### src/design/obj_pkg.sv
// types and constants shared by the sprite engine blocks, referenced as obj_pkg::name
package obj_pkg;

localparam int         VISIBLE_LINES = 224;
localparam logic [7:0] END_MARK      = 8'hf0;  // bottom at or above this ends the table
localparam logic [2:0] SCRATCH_IDX   = 3'd7;   // per-object running offset
localparam int         TBL_AW        = 10;     // 128 objects x 8 words

// scanner to draw engine
typedef struct packed {
    logic [ 8:0] xpos;    // left column
    logic [15:0] offset;  // graphics word offset, bit 15 is h flip
    logic [ 3:0] bank;
    logic [ 1:0] prio;
    logic [ 5:0] pal;
} draw_cmd_t;

// one line buffer entry, color 0 is transparent
typedef struct packed {
    logic [1:0] prio;
    logic [5:0] pal;
    logic [3:0] color;
} obj_pxl_t;

// draw engine to line buffer
typedef struct packed {
    logic [8:0] addr;
    obj_pxl_t   pxl;
    logic       we;
} lb_write_t;

endpackage

### src/design/obj_scan.sv
// walks the object table once per visible line and sends a draw command for every object in zone
module obj_scan (
    input  logic                       clk,
    input  logic                       rst,
    // video timing
    input  logic                       flip,
    input  logic                       hstart,
    input  logic [8:0]                 vrender,
    // object table
    output logic [obj_pkg::TBL_AW-1:0] tbl_addr,
    output logic [15:0]                tbl_din,
    output logic                       tbl_we,
    input  logic [15:0]                tbl_dout,
    // draw engine
    output logic                       dr_start,
    input  logic                       dr_busy,
    output obj_pkg::draw_cmd_t         dr_cmd
);

typedef enum logic [2:0] {
    ST_IDLE,
    ST_ZONE,     // word 0 on tbl_dout
    ST_XPOS,     // word 1
    ST_PITCH,    // word 2
    ST_OFFS,     // word 3
    ST_ATTR,     // word 4
    ST_SCRATCH,  // word 7
    ST_DRAW
} state_t;

state_t      st;
logic [6:0]  cur_obj;
logic [2:0]  idx;
logic        pending;  // address just moved to a new object, data not back yet
logic        start;
logic        last_obj;

// per object data
logic [7:0]  vline;
logic        first;
logic [8:0]  xpos;
logic [15:0] pitch;    // signed, plain add wraps the same way
logic [15:0] offset;
logic [3:0]  bank;
logic [1:0]  prio;
logic [5:0]  pal;

logic [8:0]  vrf;
logic [7:0]  top;
logic [7:0]  bottom;
logic        inzone;
logic        badobj;
logic        endmark;
logic [15:0] next_offset;

assign vrf      = flip ? 9'd223 - vrender : vrender;
assign start    = st == ST_IDLE && hstart && vrf < 9'(obj_pkg::VISIBLE_LINES);
assign last_obj = &cur_obj;

assign top     = tbl_dout[7:0];
assign bottom  = tbl_dout[15:8];
assign inzone  = vline >= top && vline < bottom;
assign badobj  = top >= bottom;
assign endmark = bottom >= obj_pkg::END_MARK;

// top line starts from word 3, later lines from the scratch word
assign next_offset = (first ? offset : tbl_dout) + pitch;

assign tbl_addr = {cur_obj, idx};
assign tbl_din  = offset;

always_ff @(posedge clk or posedge rst) begin
    if (rst) begin
        st       <= ST_IDLE;
        cur_obj  <= '0;
        idx      <= '0;
        pending  <= 1'b0;
        tbl_we   <= 1'b0;
        dr_start <= 1'b0;
    end else begin
        tbl_we   <= 1'b0;
        dr_start <= 1'b0;
        case (st)
            ST_IDLE: begin
                cur_obj <= '0;
                idx     <= '0;  // word 0 of object 0 stays on the bus
                pending <= 1'b0;
                if (start) begin
                    idx <= 3'd1;
                    st  <= ST_ZONE;
                end
            end
            ST_ZONE: begin
                if (pending) begin
                    pending <= 1'b0;
                    idx     <= 3'd1;
                end else if (endmark) begin
                    st <= ST_IDLE;
                end else if (!inzone || badobj) begin
                    // skip without reading the rest of the entry
                    if (last_obj) begin
                        st <= ST_IDLE;
                    end else begin
                        cur_obj <= cur_obj + 7'd1;
                        idx     <= '0;
                        pending <= 1'b1;
                    end
                end else begin
                    idx <= 3'd2;
                    st  <= ST_XPOS;
                end
            end
            ST_XPOS: begin
                idx <= 3'd3;
                st  <= ST_PITCH;
            end
            ST_PITCH: begin
                idx <= 3'd4;
                st  <= ST_OFFS;
            end
            ST_OFFS: begin
                idx <= obj_pkg::SCRATCH_IDX;
                st  <= ST_ATTR;
            end
            ST_ATTR: st <= ST_SCRATCH;
            ST_SCRATCH: begin
                tbl_we <= 1'b1;  // lands during the first draw cycle
                st     <= ST_DRAW;
            end
            ST_DRAW: begin
                if (!dr_busy) begin
                    dr_start <= 1'b1;
                    if (last_obj) begin
                        st <= ST_IDLE;
                    end else begin
                        cur_obj <= cur_obj + 7'd1;
                        idx     <= '0;
                        pending <= 1'b1;
                        st      <= ST_ZONE;
                    end
                end
            end
            default: st <= ST_IDLE;
        endcase
    end
end

always_ff @(posedge clk) begin
    if (start) begin
        vline <= vrf[7:0];
    end
    case (st)
        ST_ZONE:    first  <= top == vline;
        ST_XPOS:    xpos   <= tbl_dout[8:0];
        ST_PITCH:   pitch  <= tbl_dout;
        ST_OFFS:    offset <= tbl_dout;
        ST_ATTR: begin
            pal  <= tbl_dout[13:8];
            bank <= {1'b0, tbl_dout[6:4]};
            prio <= tbl_dout[1:0];
        end
        ST_SCRATCH: offset <= next_offset;
        ST_DRAW: begin
            if (!dr_busy) begin
                dr_cmd.xpos   <= xpos;
                dr_cmd.offset <= offset;
                dr_cmd.bank   <= bank;
                dr_cmd.prio   <= prio;
                dr_cmd.pal    <= pal;
            end
        end
        default: ;
    endcase
end

endmodule

### config.mk
export PLATFORM = sky130hd
export DESIGN_NAME = obj_scan
export DESIGN_NICKNAME = d
export VERILOG_FILES = /design/src/design/obj_pkg.sv /design/src/design/obj_scan.sv
export SDC_FILE = /design/constraint.sdc
export NUM_CORES = 1
export LEC_CHECK = 0
export ABC_AREA = 1
export BUFFER_PORTS_ARGS = -buffer_cell sky130_fd_sc_hd__buf_4
export CORE_MARGIN = 5
export CORE_UTILIZATION = 45
export DETAILED_ROUTE_END_ITERATION = 10
export GPL_TIMING_DRIVEN = 0
export HOLD_SLACK_MARGIN = 0.02
export PLACE_DENSITY_LB_ADDON = 0.12
export SLEW_MARGIN = 20
export SYNTH_ARGS = -nofsm -noshare
export SYNTH_HDL_FRONTEND = slang
export SYNTH_SLANG_ARGS = --single-unit
### constraint.sdc
create_clock -name clk -period 3.7 [get_ports clk]
set_input_delay 0.185 -clock clk [delete_from_list [all_inputs] [get_ports clk]]
set_output_delay 0.185 -clock clk [all_outputs]
set_load 0.01 [all_outputs]
Word-level counts from Yosys, hierarchy flattened
Index checks and enable logic that the tools add are counted.
Operators by class
  add/subtract/negate cells: 3
  $lt $le $gt $ge: 5
  equal/unequal tests: 16
  muxes and demuxes: 34
  bitwise logic cells: 1
  reductions and logical operators: 15
Operators by type and width (number)
  7-bit 2-to-1 mux: 5
  3-bit 2-to-1 mux: 11
  16-bit one-hot mux with 2 select lines: 1
  3-bit one-hot mux with 8 select lines: 1
  7-bit one-hot mux with 3 select lines: 1
  3-bit one-hot mux with 6 select lines: 1
  16-bit adder: 1
  8-bit >= comparator: 2
  16-bit 2-to-1 mux: 1
  3-bit == test (second input constant): 4
  2-bit inequality test (second input constant): 6
  1-bit 2-to-1 mux: 11
  9-bit by 8-bit less-than comparator with 1-bit output (second input constant): 1
  9-bit 2-to-1 mux: 1
  8-bit by 9-bit subtractor with 9-bit output (first input constant): 1
  8-bit == test: 1
  8-bit >= comparator (second input constant): 1
  8-bit less-than comparator: 1
  7-bit by 1-bit adder with 7-bit output (second input constant): 1
  7-bit AND reduction: 1
  3-bit by 2-bit == test with 1-bit output (second input constant): 2
  3-bit AND reduction: 2
  6-bit nonzero test: 1
  5-bit AND reduction: 1
  13 further kinds: 15
Word-level totals
  bits in registers: 113
  logic and storage cells: 93

Logic depth before layout (Yosys ltp)
  depth after elaboration: 8
  gate-level depth with buffers: 16
  gate-level depth less buffers: 15

Worst setup path before layout
No wires, ideal clock.
  kind: register to register
  start: reg st[0]
  end: reg dr_cmd[0] (netlist name) (enable)
  arrival time: 2.238 ns
  setup slack: 1.032 ns
  cell stages (with the launch flop): 4
  buffers on the path: 0
  clock period less this slack: 2.668 ns
  path through: dfrtp_1 -> ha_1 -> nand2_4 -> nor2_1
On the way
  cells in the longest elaborated chain, start to end: 2
Ends and longest elaborated chain
  from (decl): RTL line obj_scan.sv:31  | state_t st;
  from (signal assigned): RTL line obj_scan.sv:74  | st <= ST_IDLE;
  from (signal assigned): RTL line obj_scan.sv:90  | st <= ST_ZONE;
  from (signal assigned): RTL line obj_scan.sv:98  | st <= ST_IDLE;
  3-bit == test: RTL line obj_scan.sv:152  | case (st)
  2-bit AND reduction (no line)
  to (decl): RTL line obj_scan.sv:17  | output obj_pkg::draw_cmd_t dr_cmd
Every way passes these cells.
A chain may end at the register's enable or synchronous reset.

Final worst setup path
  start: reg first
  end: reg offset[12], in the netlist tbl_din[12], data pin
On the way
  cells in the longest elaborated chain, start to end: 3
Ends and longest elaborated chain
  from (decl): RTL line obj_scan.sv:40  | logic first;
  from (signal assigned): RTL line obj_scan.sv:153  | ST_ZONE: first <= top == vline;
  16-bit 2-to-1 mux: RTL line obj_scan.sv:67  | assign next_offset = (first ? offset : tbl_dout) + pitch;
  16-bit adder: RTL line obj_scan.sv:67
  16-bit one-hot mux with 2 select lines: RTL line obj_scan.sv:152
  to (signal assigned): RTL line obj_scan.sv:156  | ST_OFFS: offset <= tbl_dout;
  to (signal assigned): RTL line obj_scan.sv:162  | ST_SCRATCH: offset <= next_offset;
  to (decl): RTL line obj_scan.sv:43  | logic [15:0] offset;
Every way passes these cells.

==> run_results.csv <==
group,metric,value,unit
synthesis,ys_warn_count,0,
cts,clk_latency,410,ps
synthesis,synth_mux_area_share,0.191,%
finish,nFillCells,1116,
floorplanning,die-area,15500,sq um
grt,grt_max_degree,26,
worst_setup_path,cp.required,3860,ps
placed_design,hpwl,9960,um
finish,n_antenna_cell,0,
synthesis,netlist_area,5900,sq um
detailed_routing,wl_per_cell,15.0,um
pwr,powerDensity,591,nW/um^2
synthesis,avgSynthCellArea,10.3,sq um
synthesis,synth_top_area_share,49.3,%
synthesis,synth_area_leaders,"edfxtp_1 49%, ha_1 9.3%, nand2_1 8.9%, dfrtp_1 6.8%, inv_1 4.4%",
worst_setup_path,cp-start-kind,"flop",
detailed_routing,drc,0,
placed_design,io_buffer_count,92,
finish,drive_gt1_share,21.1,%
hold_path,min_path_type,"input port to flop",
detailed_routing,postRouteAntennaNets,0,
synthesis,ys.flop_type,"edfxtp_1",
sta,drv_slew,0,
sta,relSlewSlack,44.9,%
finish,areaGrowthSynthToFinish,27.8,%
worst_setup_path,timing_worst_setup_path_type,"flop to flop",
worst_setup_path,r2r-start,"first$_DFFE_PP_",
pwr,p_sw,1.50,mW
worst_setup_path,cp_data_arrival_time,3390,ps
cts,cts_tree,"done",
detailed_routing,wl,13300,um
worst_setup_path,rrSetupSlack,470,ps
pwr,seq_power_share,35.9,%
sta,final_hold_viol_count,0,
cts,clock_sinks,113,
sta,period_needed,3230,ps
floorplanning,ios,95,
synthesis,synthSimpleGateAreaFrac,17.6,%
sta,fmax,309,MHz
cts,cts_inserted_buffers,17,
grt,antenna_found_initial,0,
worst_setup_path,cp_max_fo,10,
detailed_routing,drt_pass1_iterations,5,
worst_setup_path,reg2reg_depth,13,
synthesis,synthAdderAreaFrac,9.66,%
pwr,power_frac_clock,32.0,%
cts,cts_resized,0,
floorplanning,core-area,12700,sq um
synthesis,synth-compound-area-share,8.35,%
synthesis,synth-seq-cells,113,
detailed_routing,num_vias,4379,
synthesis,synth_most_common_cell,"nand2_1",
grt,grt_pass1_wl,21800,um
pwr,switching_share,33.6,%
synthesis,synth.cells.most_frequent,"140 x nand2_1, 97 x edfxtp_1, 69 x inv_1, 44 x ha_1, 41 x o21ai_0",
cts,clockBufferDepth,2,
synthesis,synth_xor_area_share,2.08,%
pwr,ir_drop,0.274,mV
sta,tightestPinTransition,825,ps
run_status,status,"completed",
sta,setup_violations,0,
floorplanning,rows,41,
sta,tns,0,ps
detailed_routing,initialDrtViolationCount,339,
pwr,comb_power_share,32.1,%
sta,fin_crit_sh,87.4,%
synthesis,synth-async-reset-ratio,14.2,%
floorplanning,die_h,125,um
synthesis,synth_edf_count,97,
pwr,p_leak,3.39,nW
worst_setup_path,setup.worst_path.end_class,"flop",
synthesis,synthesis.nets,650,
worst_setup_path,crit_path_start,"first$_DFFE_PP_",
cts,hold_buffers,17,
cts,h-tree-depth,4,
sta,rsz0062_at_grt,"false",
grt,grt_use_total,17.8,%
sta,skew,7.31,ps
cts,cts_root_buf,"clkbuf_16",
worst_setup_path,endpoint,"tbl_din[12]$_DFFE_PP_",
synthesis,synthCells,575,
synthesis,synth_top_family_by_area,"simple AND/OR/NAND/NOR gates",
detailed_routing,vias_per_cell,4.93,
pwr,p_int,2.96,mW
flow_run,maxCapViolations,0,
synthesis,yosysSeqAreaShare,56.1,%
sta,fin_hold_ws,44.1,ps
floorplanning,initial_core_util,46.4,%
synthesis,synth_cell_types,44,
floorplanning,die_x,125,um
worst_setup_path,r2r-end,"tbl_din[12]$_DFFE_PP_",
cts,cts.clk_slew.worst_paths,50,ps
synthesis,synth_area_leader_cell,"edfxtp_1",
cts,cts_setup_buffers,0,
grt,grt_pass1_vias,4346,
placed_design,gp_congestion,0.858,
grt,grt_overflow_total,0,
finish,fin_nets,780,
[power by group through the flow]
stage / combinational [mW] / sequential [mW] / clock [mW]
after floorplan: 1.03 / 1.62 / 0
after global placement: 1.38 / 1.62 / 0
after detailed placement: 1.41 / 1.63 / 0
after CTS: 1.43 / 1.60 / 1.45
after global routing: 1.62 / 1.61 / 1.51
final: 1.43 / 1.60 / 1.43
[worst min path at each step]
stage | start | endpoint | slack (ps) | cells after the start
after floorplan | rst | cur_obj[0]$_DFFE_PP0P_ | 100 | 1
after global routing | tbl_dout[8] | xpos[8]$_DFFE_PP_ | 40 | 1
after detailed placement | rst | dr_start$_DFF_PP0_ | 330 | 2
after global placement | rst | dr_start$_DFF_PP0_ | 300 | 2
final | tbl_dout[8] | xpos[8]$_DFFE_PP_ | 40 | 1
after CTS | tbl_dout[8] | xpos[8]$_DFFE_PP_ | 30 | 1
[placed cells by master (no fill, tap or decap), drive strengths merged, types with 3 or more instances in the layout]
cell         netlist  routed
nand2            147     147
buf                4      98
edfxtp            97      97
inv               73      73
o21ai             51      51
ha                44      44
nor2              40      40
clkbuf             6      27
nand3             24      24
a21oi             22      22
dlygate4sd3        0      17
dfrtp             16      16
nand4              9       9
clkinv             0       9
xnor2              7       7
xor2               7       7
nand3b             5       5
o21bai             3       3
a31oi              3       3
[cell type report]
class                   count  area, sq um  share of cell area, %
inverters                  73          294                   3.90
plain buffers              10         57.6                  0.763
flip-flops and latches    113         3310                   43.9
clock buffers              21          440                   5.84
multi-input cells         379         2250                   29.8
repair buffers            111          903                   12.0
clock inverters            10         70.1                  0.929
well taps                 172          215                   2.85
[registers in the layout, summed over array words and instances (netlist names)]
signal    count
st            3
idx           3
pal           6
xpos          9
tbl_we        1
tbl_din      16
vline         8
pitch        16
dr_cmd       36
dr_start      1
pending       1
first         1
prio          2
bank          3
cur_obj       7
[worst max-delay path, stage by stage (launching register included)]
cell and delay [ps]:
edfxtp_1 400, clkbuf_1 450, clkbuf_1 510, nand2_1 90, o21ai_0 100, ha_1 300
a21oi_1 160, nand2_1 100, a21oi_1 350, o21bai_1 160, nand3_1 110, nand3_1 70
nand3_1 90, nand2_1 50
[layer usage]
layer | GRT usage (%) | wire length, um | share of wire (%) | vias to the layer above
li1 | - | - | - | 2215
met1 | 22.1 | 5870 | 44 | 2036
met2 | 29.5 | 6500 | 49 | 103
met3 | 4.59 | 678 | 5.1 | 25
met4 | 7.35 | 300 | 2.2 | 0
met5 | 0 | 0 | 0 | -
[stage by stage]
| step | worst slack [ps] | power (mW) | instances | instance area, sq um | util (%) |
|---|---|---|---|---|---|
| finish | 467 | 4.46 | 889 | 7540 | 59.3 |
| global route | 152 | 4.75 | 889 | 7540 | 59.3 |
| CTS | 469 | 4.49 | 889 | 7540 | 59.3 |
| detailed placement | 486 | 3.03 | 841 | 6860 | 53.9 |
| global placement | 216 | 3.00 | 839 | 6810 | 53.5 |
| floorplan | 1030 | 2.65 | 575 | 5900 | - |
[cell families (layout without fill, tap and decap cells)]
group / Yosys count / after routing
XOR/XNOR: 14 / 14
other: 1 / 1
flip-flops: 113 / 113
adder cells (fa/ha/maj): 45 / 45
multiplexers: 1 / 1
AO/OA/AOI/OAI: 86 / 86
AND/OR/NAND/NOR: 232 / 232
buffers and inverters: 83 / 225
Note: power is estimated with default switching activity, not from simulation.
