==> src/design/obj_pkg.sv <==
// types and constants shared by the sprite engine blocks, referenced as obj_pkg::name
package obj_pkg;

localparam int         VISIBLE_LINES = 224;
localparam logic [7:0] END_MARK      = 8'hf0;  // bottom at or above this ends the table
localparam logic [2:0] SCRATCH_IDX   = 3'd7;   // per-object running offset
localparam int         TBL_AW        = 10;     // 128 objects x 8 words

// scanner to draw engine
typedef struct packed {
    logic [ 8:0] xpos;    // left column
    logic [15:0] offset;  // graphics word offset, bit 15 is h flip
    logic [ 3:0] bank;
    logic [ 1:0] prio;
    logic [ 5:0] pal;
} draw_cmd_t;

// one line buffer entry, color 0 is transparent
typedef struct packed {
    logic [1:0] prio;
    logic [5:0] pal;
    logic [3:0] color;
} obj_pxl_t;

// draw engine to line buffer
typedef struct packed {
    logic [8:0] addr;
    obj_pxl_t   pxl;
    logic       we;
} lb_write_t;

endpackage

==> src/design/obj_draw.sv <==
// fetches one sprite line from graphics ROM and turns it into line buffer pixel writes
module obj_draw #(
    parameter int OBJ_WORDS = 4  // sprite width in ROM words, 4 pixels each
) (
    input  logic                  clk,
    input  logic                  rst,
    // scanner
    input  logic                  dr_start,
    input  obj_pkg::draw_cmd_t    dr_cmd,
    output logic                  dr_busy,
    // graphics ROM, four-phase
    output logic [19:0]           rom_addr,
    output logic                  rom_req,
    input  logic                  rom_ack,
    input  logic [15:0]           rom_data,
    // line buffer
    output obj_pkg::lb_write_t    lb_wr
);

localparam int WCW = $clog2(OBJ_WORDS + 1);

typedef enum logic [1:0] {
    ST_IDLE,
    ST_REQ,  // req high, waiting for ack
    ST_REL,  // req low, waiting for ack to drop
    ST_PIX   // four pixels out
} state_t;

state_t             st;
logic [WCW-1:0]     wcnt;
logic [1:0]         nib;
obj_pkg::draw_cmd_t cmd;
logic [15:0]        pxl_word;
logic [8:0]         col;
logic               hflip;
logic [15:0]        word_sel;
logic [15:0]        word_addr;
logic [3:0]         color;

assign hflip     = cmd.offset[15];
assign word_sel  = hflip ? 16'(OBJ_WORDS - 1) - 16'(wcnt) : 16'(wcnt);  // flip walks right to left
assign word_addr = {1'b0, cmd.offset[14:0]} + word_sel;
assign rom_addr  = {cmd.bank, word_addr};
assign rom_req   = st == ST_REQ;
assign dr_busy   = st != ST_IDLE;

// high nibble first, low nibble first when flipped
assign color = hflip ? pxl_word[3:0] : pxl_word[15:12];

always_comb begin
    lb_wr.addr      = col;
    lb_wr.pxl.prio  = cmd.prio;
    lb_wr.pxl.pal   = cmd.pal;
    lb_wr.pxl.color = color;
    lb_wr.we        = st == ST_PIX && color != 4'd0;
end

always_ff @(posedge clk or posedge rst) begin
    if (rst) begin
        st   <= ST_IDLE;
        wcnt <= '0;
        nib  <= '0;
    end else begin
        case (st)
            ST_IDLE: begin
                if (dr_start) begin
                    wcnt <= '0;
                    st   <= ST_REQ;
                end
            end
            ST_REQ: if (rom_ack) st <= ST_REL;
            ST_REL: begin
                if (!rom_ack) begin
                    nib <= '0;
                    st  <= ST_PIX;
                end
            end
            ST_PIX: begin
                nib <= nib + 2'd1;
                if (nib == 2'd3) begin
                    if (wcnt == WCW'(OBJ_WORDS - 1)) begin
                        st <= ST_IDLE;
                    end else begin
                        wcnt <= wcnt + 1'd1;
                        st   <= ST_REQ;
                    end
                end
            end
            default: st <= ST_IDLE;
        endcase
    end
end

always_ff @(posedge clk) begin
    if (st == ST_IDLE && dr_start) begin
        cmd <= dr_cmd;
        col <= dr_cmd.xpos;
    end
    if (st == ST_REQ && rom_ack) begin
        pxl_word <= rom_data;
    end
    if (st == ST_PIX) begin
        col      <= col + 9'd1;  // wraps at 512
        pxl_word <= hflip ? pxl_word >> 4 : pxl_word << 4;
    end
end

endmodule

==> config.mk <==
export PLATFORM = sky130hd
export DESIGN_NAME = obj_draw
export DESIGN_NICKNAME = d
export VERILOG_FILES = /design/src/design/obj_pkg.sv /design/src/design/obj_draw.sv
export SDC_FILE = /design/constraint.sdc
export NUM_CORES = 1
export LEC_CHECK = 0
export BUFFER_PORTS_ARGS = -buffer_cell sky130_fd_sc_hd__buf_2
export CAP_MARGIN = 20
export CORE_ASPECT_RATIO = 0.7
export CORE_MARGIN = 5
export CORE_UTILIZATION = 35
export DETAILED_ROUTE_END_ITERATION = 10
export GPL_ROUTABILITY_DRIVEN = 0
export PLACE_DENSITY = 0.61
export SYNTH_ARGS = -nofsm -noshare
export SYNTH_HDL_FRONTEND = slang
export SYNTH_SLANG_ARGS = --single-unit
==> constraint.sdc <==
create_clock -name clk -period 2.85 [get_ports clk]
set_input_delay 0.285 -clock clk [delete_from_list [all_inputs] [get_ports clk]]
set_output_delay 0.285 -clock clk [all_outputs]
set_load 0.02 [all_outputs]
**After elaboration in Yosys (flattened, before gate mapping)**

Cells that the tools add are included.

- ROM bits: 0
- Bits of input ports: 57
- Output and inout bits: 44
- Bits in writable memories: 0
- Memories: 0
- Bits in latches: 0
- Flip-flop bits (word level): 60

- Eq/ne operators: 10
- Bitwise gates (word level): 0
- $mul: 0
- Magnitude comparators: 0
- Shift-type cells: 0
- Div/mod/pow operators: 0
- Reductions and logical operators: 13
- Add/sub/neg operators: 5
- Multiplexer cells: 19

Operator list:

| kind | count |
|---|---|
| $mux 16 | 4 |
| $mux 9 | 2 |
| $add 15x16->16 | 1 |
| $mux 2 | 5 |
| $reduce_bool 2->1 | 5 |
| $add 9x1->9 const B | 1 |
| $mux 3 | 3 |
| $ne 2x2->1 const B | 4 |
| $pmux 2 s4 | 1 |
| $reduce_and 4->1 | 2 |
| $eq 2x2->1 const B | 3 |
| $pmux 3 s2 | 1 |
| $mux 4 | 1 |
| $pmux 2 s2 | 1 |
| $reduce_bool 4->1 | 1 |
| $sub 2x3->4 const A | 1 |
| $add 3x1->3 const B | 1 |
| $eq 3x2->1 const B | 1 |
| $logic_and 1x1->1 | 3 |
| $add 2x1->2 const B | 1 |
| $eq 2x1->1 const B | 1 |
| $logic_not 2->1 | 1 |
| $ne 2x1->1 const B | 1 |
| $reduce_and 2->1 | 1 |
| $mux 1 | 1 |

**Depth between registers and ports, before layout**

Gate-level depths: netlist of run 1.

- Word-level depth: 4
- Gate-level depth with buffers: 10
- Depth with buffers taken out: 7

**Worst setup path after synthesis of run 1**

No wires, ideal clock.

- Path type: register to output
- Start point: register cmd[27] (netlist name)
- End point: output rom_addr[10]
- Slack: -0.313 ns
- Cell stages (with the launch flop): 11
- Arrival time: 2.878 ns
- Required time: 2.565 ns
- Path through: edfxtp_1 > buf_2 > buf_2 > buf_2 > xor2_1 > ha_1 > fa_1 > a2111oi_4 > o221ai_1 > a32o_1 > xor2_1

- Word-level cells in the longest chain between the ends: 2

Ends and longest elaborated chain:

| what | RTL line | text |
|---|---|---|
| from (decl) | obj_draw.sv:32 | `obj_pkg::draw_cmd_t cmd;` |
| from (signal assigned) | obj_draw.sv:96 | `cmd <= dr_cmd;` |
| $mux 16 | obj_draw.sv:41 | `assign word_sel = hflip ? 16'(OBJ_WORDS - 1) - 16'(wcnt) : 16'(wcnt);` |
| $add 15x16->16 | obj_draw.sv:42 | `assign word_addr = {1'b0, cmd.offset[14:0]} + word_sel;` |
| to (decl) | obj_draw.sv:12 | `output logic [19:0] rom_addr,` |

Every way passes these cells.

**Worst setup path after layout of run 1**

Ends and elaborated chain as after synthesis.

==> results of run 1 <==
## layout by cell type, fill, tap and decap left out, types with 3 or more instances in the layout
master and instances:
xnor2_1 10, o31ai_1 4, edfxtp_1 53, buf_2 96, buf_6 3, dfrtp_1 7, or3_1 4, a21oi_1 18
o21ai_1 9, mux2_1 7, nand2_1 11, nand3_1 16, nor3_1 6, inv_1 13, mux2i_1 12, buf_4 12
o211ai_1 3, nor2_1 28, clkbuf_16 9, xor2_1 8, nor4_1 4, a22o_1 5, nand4_1 7, a21o_1 3
ha_1 10, and2_1 3
## what timing repair did
item,in CTS,in global routing
endpoints found under the hold margin,7,0
pin swaps,4,1
resized for setup,8,7
hold buffers,1,0
setup buffers,4,0
setup endpoints to repair,3,6
## kinds of logic after synthesis
logic type	count (synthesis)
multiplexers	19
AND/OR/NAND/NOR	92
XOR/XNOR	21
buffers and inverters	46
adder cells (fa/ha/maj)	12
flip-flops	60
AO/OA/AOI/OAI	71
## metrics by stage
stage	total power (W)	utilization	setup WS [ns]	instances
global placement	0.003563	0.4194	0.08248	525
floorplan	0.003049	-	-0.06882	321
detailed placement	0.003609	0.4194	0.03836	525
CTS	0.004728	0.4559	-0.09510	546
global route	0.005022	0.4586	-0.2034	546
finish	0.004694	0.4586	-0.1037	546
## layer usage
layer / track usage / up-vias / share of wire
met5: 0 / - / 0.0015
met4: 0.03979 / 2 / 0.012
met3: 0.04034 / 11 / 0.065
met2: 0.2054 / 87 / 0.44
met1: 0.2079 / 1294 / 0.48
li1: - / 1374 / -
## cell type report
type | instances | share of cell area
inverters | 15 | 0.01258
well taps | 128 | 0.03578
flip-flops and latches | 60 | 0.3947
clock inverters | 5 | 0.01174
repair buffers | 112 | 0.1373
multi-input cells | 215 | 0.3559
clock buffers | 11 | 0.05200
## how the worst min path moves through the flow
stage	slack, ns	cells past startpoint	to	startpoint
after floorplan	0.09	1	nib[0]	rst
after global placement	0.25	2	nib[1]	rst
after detailed placement	0.25	2	nib[1]	rst
after CTS	0.12	1	rom_addr[18]	dr_cmd[10]
after global routing	0.12	1	cmd[17]	dr_cmd[17]
final	0.14	1	rom_addr[18]	dr_cmd[10]
## synthesized netlist by cell type (all sizes together), types with 2 or more instances
cell type	instances	area, um^2
and3	2	12.51
o2111ai	2	17.52
a22o	5	43.79
nor4	4	25.02
ha	11	137.6
o221ai	2	17.52
nor4bb	2	20.02
a22oi	3	22.52
a32o	2	20.02
o2bb2ai	2	17.52
nand3	17	85.08
a21o	4	30.03
and4	2	17.52
o211ai	3	22.52
or4	2	15.01
clkbuf	9	33.78
or3	4	25.02
xnor2	10	87.58
nand2	12	45.04
xor2	11	96.34
inv	15	56.31
mux2i	12	120.1
buf	22	148.9
nand4	7	43.79
a21boi	2	15.01
edfxtp	53	1592
o22ai	2	12.51
nor2	29	108.9
mux2	7	78.83
o31ai	5	37.54
and2	3	18.77
o21ai	10	53.80
a211o	2	17.52
nor3	6	30.03
dfrtp	7	175.2
a21oi	19	95.09
## power breakdown
part | switching [W] | internal [W]
clock network | 0.000373 | 0.000671
logic | 0.00127 | 0.000771
registers | 0.000238 | 0.00137
## critical path, stage by stage (launching register included)
cell,delay [ns]
edfxtp_1,0.41
buf_6,0.15
xor2_2,0.18
fa_2,0.41
a2111oi_4,0.36
buf_4,0.18
and4_1,0.19
a32o_2,0.19
xor2_4,0.15
buf_6,0.13
## flip-flops by register name (all words and copies together), names as in the netlist
signal / cells
lb_wr: 8
rom_addr: 4
col: 9
cmd: 16
st: 2
nib: 2
wcnt: 3
pxl_word: 16
==> key figures, run 1 <==
Global routing
  • Total GRT Usage: 0.1425
  • Largest net degree at the start of global routing: 45
  • Vias in the first global route: 2,774
  • Gr ovfl total: 0
  • Initial antenna violation count: 1
  • First-pass GRT wire length: roughly 14 mm

Clock network
  • Clock transition at path regs: approximately 0.05 ns
  • CTS Buffer Depth: 2
  • Sinks on Clock Net: 60
  • CTS Buf Count: 9
  • H-tree Lvls: 3
  • Worst-skew pair later-pin latency: around 0.32 ns
  • TritonCTS clock tree: built
  • CTS root buffer: clkbuf_16

STA
  • Final Hold Fails: 0
  • Max Slew Vio Count: 0
  • RSZ-0062 raised after global routing: true
  • Setup-failing EPs final: 2
  • Layout Skew: between 0.003 and 0.004 ns
  • Fin crit period: just under 3 ns
  • WHS: ~0.14 ns
  • Fmax achieved: around 340 MHz
  • Rel. slew slack: 0.5404
  • Tightest Pin Transition: approximately 0.7 ns
  • Final setup margin: -0.1037 ns
  • Setup Total Neg Slack: -0.1348 ns
  • Final period utilization: 1.036

Final layout
  • Area growth from synthesis to layout: 27.07%
  • Fillers: approximately 960
  • Design area: 4476 um^2
  • N_diodes: 0
  • Layout cells sized above 1: 0.3397
  • FF/Latch Area: around 1800 um^2
  • Total Nets Final: between 400 and 500
  • Area of the multi-input gates: between 1500 and 2000 um^2

Logic synthesis
  • Compound-Gate Fraction of Synth Area: 0.1446
  • Synth Cell Area: about 3500 um^2
  • Post-synthesis simple-gate area fraction: 0.1325
  • Cell variety after synth: between 50 and 60
  • Yosys warnings: 0
  • Post-synthesis xor/xnor area fraction: 0.05222
  • Post-synthesis mux area share: 0.05648
  • Synth Area in Adders: 0.04476
  • Syn_area_per_cell: roughly 11 um^2
  • Top FF cell, synth: edfxtp_1
  • #FFs+latches synth: 60
  • Cells after synthesis: 321
  • EDFF count, synth: 53
  • Sequential share of the synthesized area: 0.5016
  • Post-Syn Nets: 390
  • Synth async-reset ratio: 0.1167
  • Largest family of logic cells by synthesized area: compound AO/OA/AOI/OAI gates

Critical path
  • FF-to-FF End: wcnt[1]
  • R2R Path Start: st[0]
  • Worst setup endpoint: rom_addr[10]
  • FF-to-FF setup slack: approximately 1.0 ns
  • Crit. Startpoint: cmd[27]
  • CP Capture Type: primary output
  • Data arrival time of the worst path: 2.67 ns
  • R2R cell count: 5
  • Worst Path Max Fanout: 3
  • Crit path required time: ~2.6 ns
  • CP startpoint kind: flop
  • Critical path class: flop to primary output

Status
  • Run status: complete, but fails checks
  • Failing checks: negative setup slack

Floorplanning
  • I/O pin count: a little over 100
  • Die area: about 12,000 um^2
  • Initial core utilization: 0.3609
  • Die height: ~94 um
  • Core area: approximately 10000 um^2
  • Cell Rows: 30
  • Die width: ~130 um

Hold path
  • Worst Hold Class: input port to flop

Power
  • PD cells: 1049 nW/um^2
  • Leak: 1.829 nW
  • VDD IR max: about 0.00045 V

Drt
  • WL final: between 8 and 9 mm
  • Drt drc: 0
  • Drt first-iter violations: roughly 240
  • Vias/cell: between 5 and 6
  • Drt pass-1 iters: 4
  • WL/cell: about 16 um
  • Final ANT Viol Nets: 0
  • Vias: between 2k and 3k

Place
  • Dpl hpwl: between 6 and 7 mm
  • Dpl cell area: ~4100 um^2
  • Buffers on Ports: 100

Flow run
  • Total of max-cap violations: 0
Power figures use the tool's default switching activity.
==> run 2, diff against run 1 <==
==> constraint.sdc (replaced) <==
create_clock -name clk -period 2.85 [get_ports clk]
set_input_delay 0.57 -clock clk [delete_from_list [all_inputs] [get_ports clk]]
set_output_delay 0.57 -clock clk [all_outputs]
set_load 0.02 [all_outputs]
==> run 2 against run 1 <==
Effect of this change: critical path type unchanged; the run still ends with negative setup slack left; die area unchanged; power up 1.1%; first-iteration DRC count shrank 2.5%.
==> key figures, run 2 (synthesis results as in run 1) <==
Power
  • VDD IR max: 0.0004724 V
  • Overall power: 0.004743 W
  • PD cells: ~1000 nW/um^2
  • Leak: about 1.9 nW

Final layout
  • Largest regs: cmd x16, pxl_word x16, col x9
  • Area of the multi-input gates: approximately 1700 um^2
  • Most frequent cells in the layout: 93 x buf_2, 53 x edfxtp_1, 28 x nor2_1
  • Layout cells sized above 1: 0.3563
  • Area growth from synthesis to layout: 29.41%
  • N_diodes: 0
  • Total Nets Final: 486
  • FF/Latch Area: about 1800 um^2
  • Fillers: 932
  • Most common cell after layout, fill and taps aside: buf_2

Critical path
  • R2R Path Start: st[1]
  • R2R cell count: 4
  • Data arrival time of the worst path: 2.64 ns
  • Worst Path Max Fanout: 4
  • FF-to-FF End: pxl_word[6]
  • Crit. Startpoint: cmd[27]
  • CP startpoint kind: flop
  • Critical path class: flop to primary output
  • CP Capture Type: primary output
  • FF-to-FF setup slack: about 0.84 ns
  • Worst setup endpoint: rom_addr[10]
  • Crit path required time: approximately 2.3 ns

Status
  • Failing checks: negative setup slack
  • Run status: complete, but fails checks

Clock network
  • H-tree Lvls: 3
  • Clock transition at path regs: ~0.05 ns
  • CTS Buf Count: 9
  • CTS Buffer Depth: 2
  • TritonCTS clock tree: built
  • CTS root buffer: clkbuf_16
  • Sinks on Clock Net: 60
  • Hold Buf Count CTS: 0
  • Worst-skew pair later-pin latency: 0.33 ns

Floorplanning
  • Initial core utilization: 0.3609
  • Die width: between 100 and 150 um
  • Cell Rows: 30
  • Core area: a little under 10,000 um^2
  • I/O pin count: between 100 and 150
  • Die height: 93.93 um
  • Die area: roughly 12,000 um^2

Place
  • Buffers on Ports: 100
  • Dpl hpwl: around 6.5 mm
  • Pre-CTS setup slack: -0.2044 ns

STA
  • Tightest Pin Transition: roughly 0.82 ns
  • Rel. slew slack: 0.4472
  • Max Slew Vio Count: 0
  • Setup-failing EPs final: 12
  • Final period utilization: 1.125
  • Final Hold Fails: 0
  • Setup Total Neg Slack: -2.213 ns
  • Fin crit period: between 3 and 4 ns
  • Layout Skew: just under 0.007 ns
  • RSZ-0062 raised after global routing: true
  • Fmax achieved: around 310 MHz
  • WHS: between 0.15 and 0.2 ns
  • Final setup margin: -0.3571 ns

Drt
  • Drt pass-1 iters: 4
  • Drt first-iter violations: between 200 and 250
  • Drt drc: 0
  • Final ANT Viol Nets: 0
  • Vias: 2,803
  • WL final: 8.661 mm
  • WL/cell: ~16 um
  • Vias/cell: a little over 5

Global routing
  • Vias in the first global route: roughly 2.8k
  • Largest net degree at the start of global routing: 31
  • First-pass GRT wire length: roughly 14 mm
  • Initial antenna violation count: 0
  • Gr ovfl total: 0
  • Total GRT Usage: 0.1495

Flow run
  • Total of max-cap violations: 0

Hold path
  • Worst Hold Class: input port to asynchronous set/reset pin
## run 2: cell types whose count changed in the layout (fill, tap and decap cells not counted), moves of 2 or more
| cell | change |
|---|---|
| buf_4 | +9 |
| clkinvlp_4 | -2 |
| buf_2 | -3 |
| xor2_2 | +2 |
| xor2_1 | -2 |
## run 2: layer usage
metal | vias up | GRT usage | routed length (um)
met5 | - | 0 | 0
met4 | 0 | 0.05450 | 151
met3 | 14 | 0.05398 | 657
met2 | 91 | 0.2153 | 3874
met1 | 1310 | 0.2056 | 3977
li1 | 1388 | - | -
## run 2: timing repair
item / CTS / global route
endpoints found under the setup margin: 12 / 13
resized for setup: 19 / 2
pin swaps: 5 / 0
setup buffers: 2 / 0
## run 2: worst min path at each step
| stage | to | slack (ns) | cells after the start |
|---|---|---|---|
| after global placement | nib[0] | 0.47 | 1 |
| after floorplan | nib[0] | 0.37 | 1 |
| after detailed placement | nib[0] | 0.48 | 1 |
| after global routing | st[1] | 0.20 | 2 |
| final | wcnt[0] | 0.18 | 2 |
| after CTS | wcnt[0] | 0.18 | 2 |
## run 2: power by group
| group | leakage, nW | internal [W] | switching [W] |
|---|---|---|---|
| clock network | 0.132 | 0.000662 | 0.000367 |
| registers | 0.585 | 0.00137 | 0.000233 |
| logic | 1.16 | 0.000806 | 0.00130 |
## run 2: area by class of cell
class / count / share of cell area
Sequential cell: 60 / 0.3876
Timing Repair Buffer: 116 / 0.1416
Clock buffer: 11 / 0.05106
Clock inverter: 4 / 0.009058
Multi-Input combinational cell: 215 / 0.3632
Tap cell: 128 / 0.03514
Inverter: 15 / 0.01235
## run 2: through the flow
stage	util	cell area (um^2)	instances
after floorplan	-	3618	321
after global placement	0.4281	4178	532
after detailed placement	0.4281	4178	532
after CTS	0.4659	4547	549
after global routing	0.4671	4558	549
final	0.4671	4558	549
## run 2: critical path, cell delays in order, from the launching register on
cell       delay (ns)
edfxtp_1         0.42
buf_6            0.15
xor2_2           0.18
fa_2             0.40
a2111oi_4        0.40
o221ai_2         0.15
a32o_2           0.32
xor2_4           0.15
buf_6            0.14
==> run 3, diff against run 2 <==
--- a/config.mk
+++ b/config.mk
@@ -12,7 +12,7 @@
 export CORE_UTILIZATION = 35
 export DETAILED_ROUTE_END_ITERATION = 10
 export GPL_ROUTABILITY_DRIVEN = 0
-export PLACE_DENSITY = 0.61
+export PLACE_DENSITY = 0.59
 export SYNTH_ARGS = -nofsm -noshare
 export SYNTH_HDL_FRONTEND = slang
 export SYNTH_SLANG_ARGS = --single-unit
==> constraint.sdc (replaced) <==
create_clock -name clk -period 3.9 [get_ports clk]
set_input_delay 0.78 -clock clk [delete_from_list [all_inputs] [get_ports clk]]
set_output_delay 0.78 -clock clk [all_outputs]
set_load 0.02 [all_outputs]
==> run 3 against run 2 <==
Effect of this change: the flow now finishes without violations; sequential power decreased by 25%; design area fell by 5.0%; sequential share of layout area increased by 2.0 points; critical path type unchanged; largest power group unchanged; highest routed layer unchanged.
==> key figures, run 3 (synthesis results as in run 1) <==
STA
  • Setup-failing EPs final: 0
  • Fmax achieved: 276.5 MHz
  • Final period utilization: 0.9274
  • Rel. slew slack: 0.4278
  • RSZ-0062 raised after global routing: false
  • Max Slew Vio Count: 0
  • Layout Skew: approximately 0.0057 ns
  • Setup Total Neg Slack: 0 ns
  • Final Hold Fails: 0
  • Tightest Pin Transition: 0.8525 ns
  • Fin crit period: 3.617 ns

Final layout
  • Area growth from synthesis to layout: 22.95%
  • Layout cells sized above 1: 0.3032
  • Design area: between 4000 and 5000 um^2
  • Area of the multi-input gates: 1519 um^2
  • Largest regs: cmd x16, pxl_word x16, col x9
  • Most common cell after layout, fill and taps aside: buf_2
  • FF/Latch Area: between 1500 and 2000 um^2
  • Most frequent cells in the layout: 100 x buf_2, 53 x edfxtp_1, 28 x nor2_1
  • Fillers: approximately 960
  • Total Nets Final: ~470

Power
  • P_sw: around 0.0014 W
  • VDD IR max: roughly 0.00036 V
  • PD cells: 780.1 nW/um^2
  • Comb power frac: 0.409
  • Leak: approximately 1.8 nW
  • Seq pwr share: 0.355
  • Internal power: between 0.002 and 0.0025 W
  • Clk network pwr share: 0.236
  • Sw frac: 0.4038

Drt
  • WL/cell: 15.78 um
  • Vias: about 2.7k
  • Vias/cell: about 5.1
  • Drt drc: 0
  • Drt first-iter violations: between 100 and 150
  • Final ANT Viol Nets: 0
  • WL final: 8.492 mm
  • Drt pass-1 iters: 4

Global routing
  • Largest net degree at the start of global routing: 45
  • First-pass GRT wire length: between 10 and 15 mm
  • Initial antenna violation count: 0
  • Gr ovfl total: 0
  • Total GRT Usage: 0.1429
  • Vias in the first global route: roughly 2.6k

Critical path
  • FF-to-FF setup slack: between 1.5 and 2 ns
  • R2R cell count: 4
  • CP Capture Type: primary output
  • FF-to-FF End: col[4]
  • Critical path class: flop to primary output
  • CP startpoint kind: flop
  • Crit. Startpoint: cmd[27]
  • Crit path required time: between 3 and 4 ns
  • Worst Path Max Fanout: 4
  • Data arrival time of the worst path: about 2.8 ns
  • Worst setup endpoint: rom_addr[10]
  • R2R Path Start: st[0]

Floorplanning
  • Initial core utilization: 0.3609
  • Core area: approximately 9800 um^2
  • Cell Rows: 30
  • Die width: approximately 130 um
  • I/O pin count: ~100
  • Die height: between 90 and 100 um
  • Die area: 12,200 um^2

Place
  • Buffers on Ports: 100
  • Dpl hpwl: roughly 6.4 mm
  • Dpl cell area: 4025 um^2

Clock network
  • H-tree Lvls: 3
  • Post-CTS Repair Setup Buffers: 0
  • TritonCTS clock tree: built
  • CTS root buffer: clkbuf_16
  • CTS Buffer Depth: 2
  • Worst-skew pair later-pin latency: approximately 0.32 ns
  • Hold Buf Count CTS: 0
  • Post_cts resized: 0
  • Clock transition at path regs: about 0.060 ns
  • Sinks on Clock Net: 60
  • CTS Buf Count: 9

Flow run
  • Total of max-cap violations: 0

Status
  • Run status: complete, no violations

Hold path
  • Worst Hold Class: input port to asynchronous set/reset pin
## run 3: cell type report
class / count / share of cell area
inverters: 15 / 0.01300
clock buffers: 10 / 0.05519
diodes: 1 / 0.0005779
well taps: 128 / 0.03698
multi-input cells: 215 / 0.3508
flip-flops and latches: 60 / 0.4080
clock inverters: 6 / 0.01474
repair buffers: 103 / 0.1208
## run 3: power groups by stage
stage | Combinational [W] | Sequential, W | Clock, W
after global placement | 0.00138 | 0.00120 | 0
final | 0.00138 | 0.00120 | 0.000798
after CTS | 0.00140 | 0.00120 | 0.000820
after floorplan | 0.00104 | 0.00118 | 0
after detailed placement | 0.00140 | 0.00121 | 0
after global routing | 0.00154 | 0.00123 | 0.000857
## run 3: worst min path at each step
stage,start,endpoint,slack [ns],cells after the start
floorplan,nib[0],nib[0],0.45,1
finish,rst,wcnt[1],0.39,2
CTS,rst,wcnt[1],0.38,2
detailed placement,nib[0],nib[0],0.48,1
global placement,nib[0],nib[0],0.47,1
global route,rst,wcnt[1],0.40,2
## run 3: through the flow
stage / setup slack (ns) / utilization / std cells / total power, W / hold slack, ns
2_1_floorplan: 0.2421 / - / 321 / 0.002211 / 0.4502
3_3_place_gp: 0.6504 / 0.4124 / 521 / 0.002573 / 0.4687
3_5_place_dp: 0.6258 / 0.4124 / 521 / 0.002608 / 0.4843
4_1_cts: 0.2636 / 0.4435 / 537 / 0.003422 / 0.3825
5_1_grt: 0.09565 / 0.4435 / 537 / 0.003629 / 0.3960
6_report: 0.2831 / 0.4437 / 538 / 0.003378 / 0.3884
## run 3: worst max-delay path, stage by stage, from the launching register on
cell,delay (ns)
edfxtp_1,0.42
xor2_1,0.18
ha_1,0.21
fa_1,0.48
a2111oi_4,0.41
o221ai_1,0.22
a32o_1,0.29
xor2_1,0.12
buf_2,0.18
## run 3: routing by layer
metal,global-route usage,vias up,part of all wire
met5,0,-,0
met3,0.05284,9,0.068
met4,0.03547,0,0.0078
li1,-,1373,-
met2,0.2033,80,0.42
met1,0.2044,1260,0.50
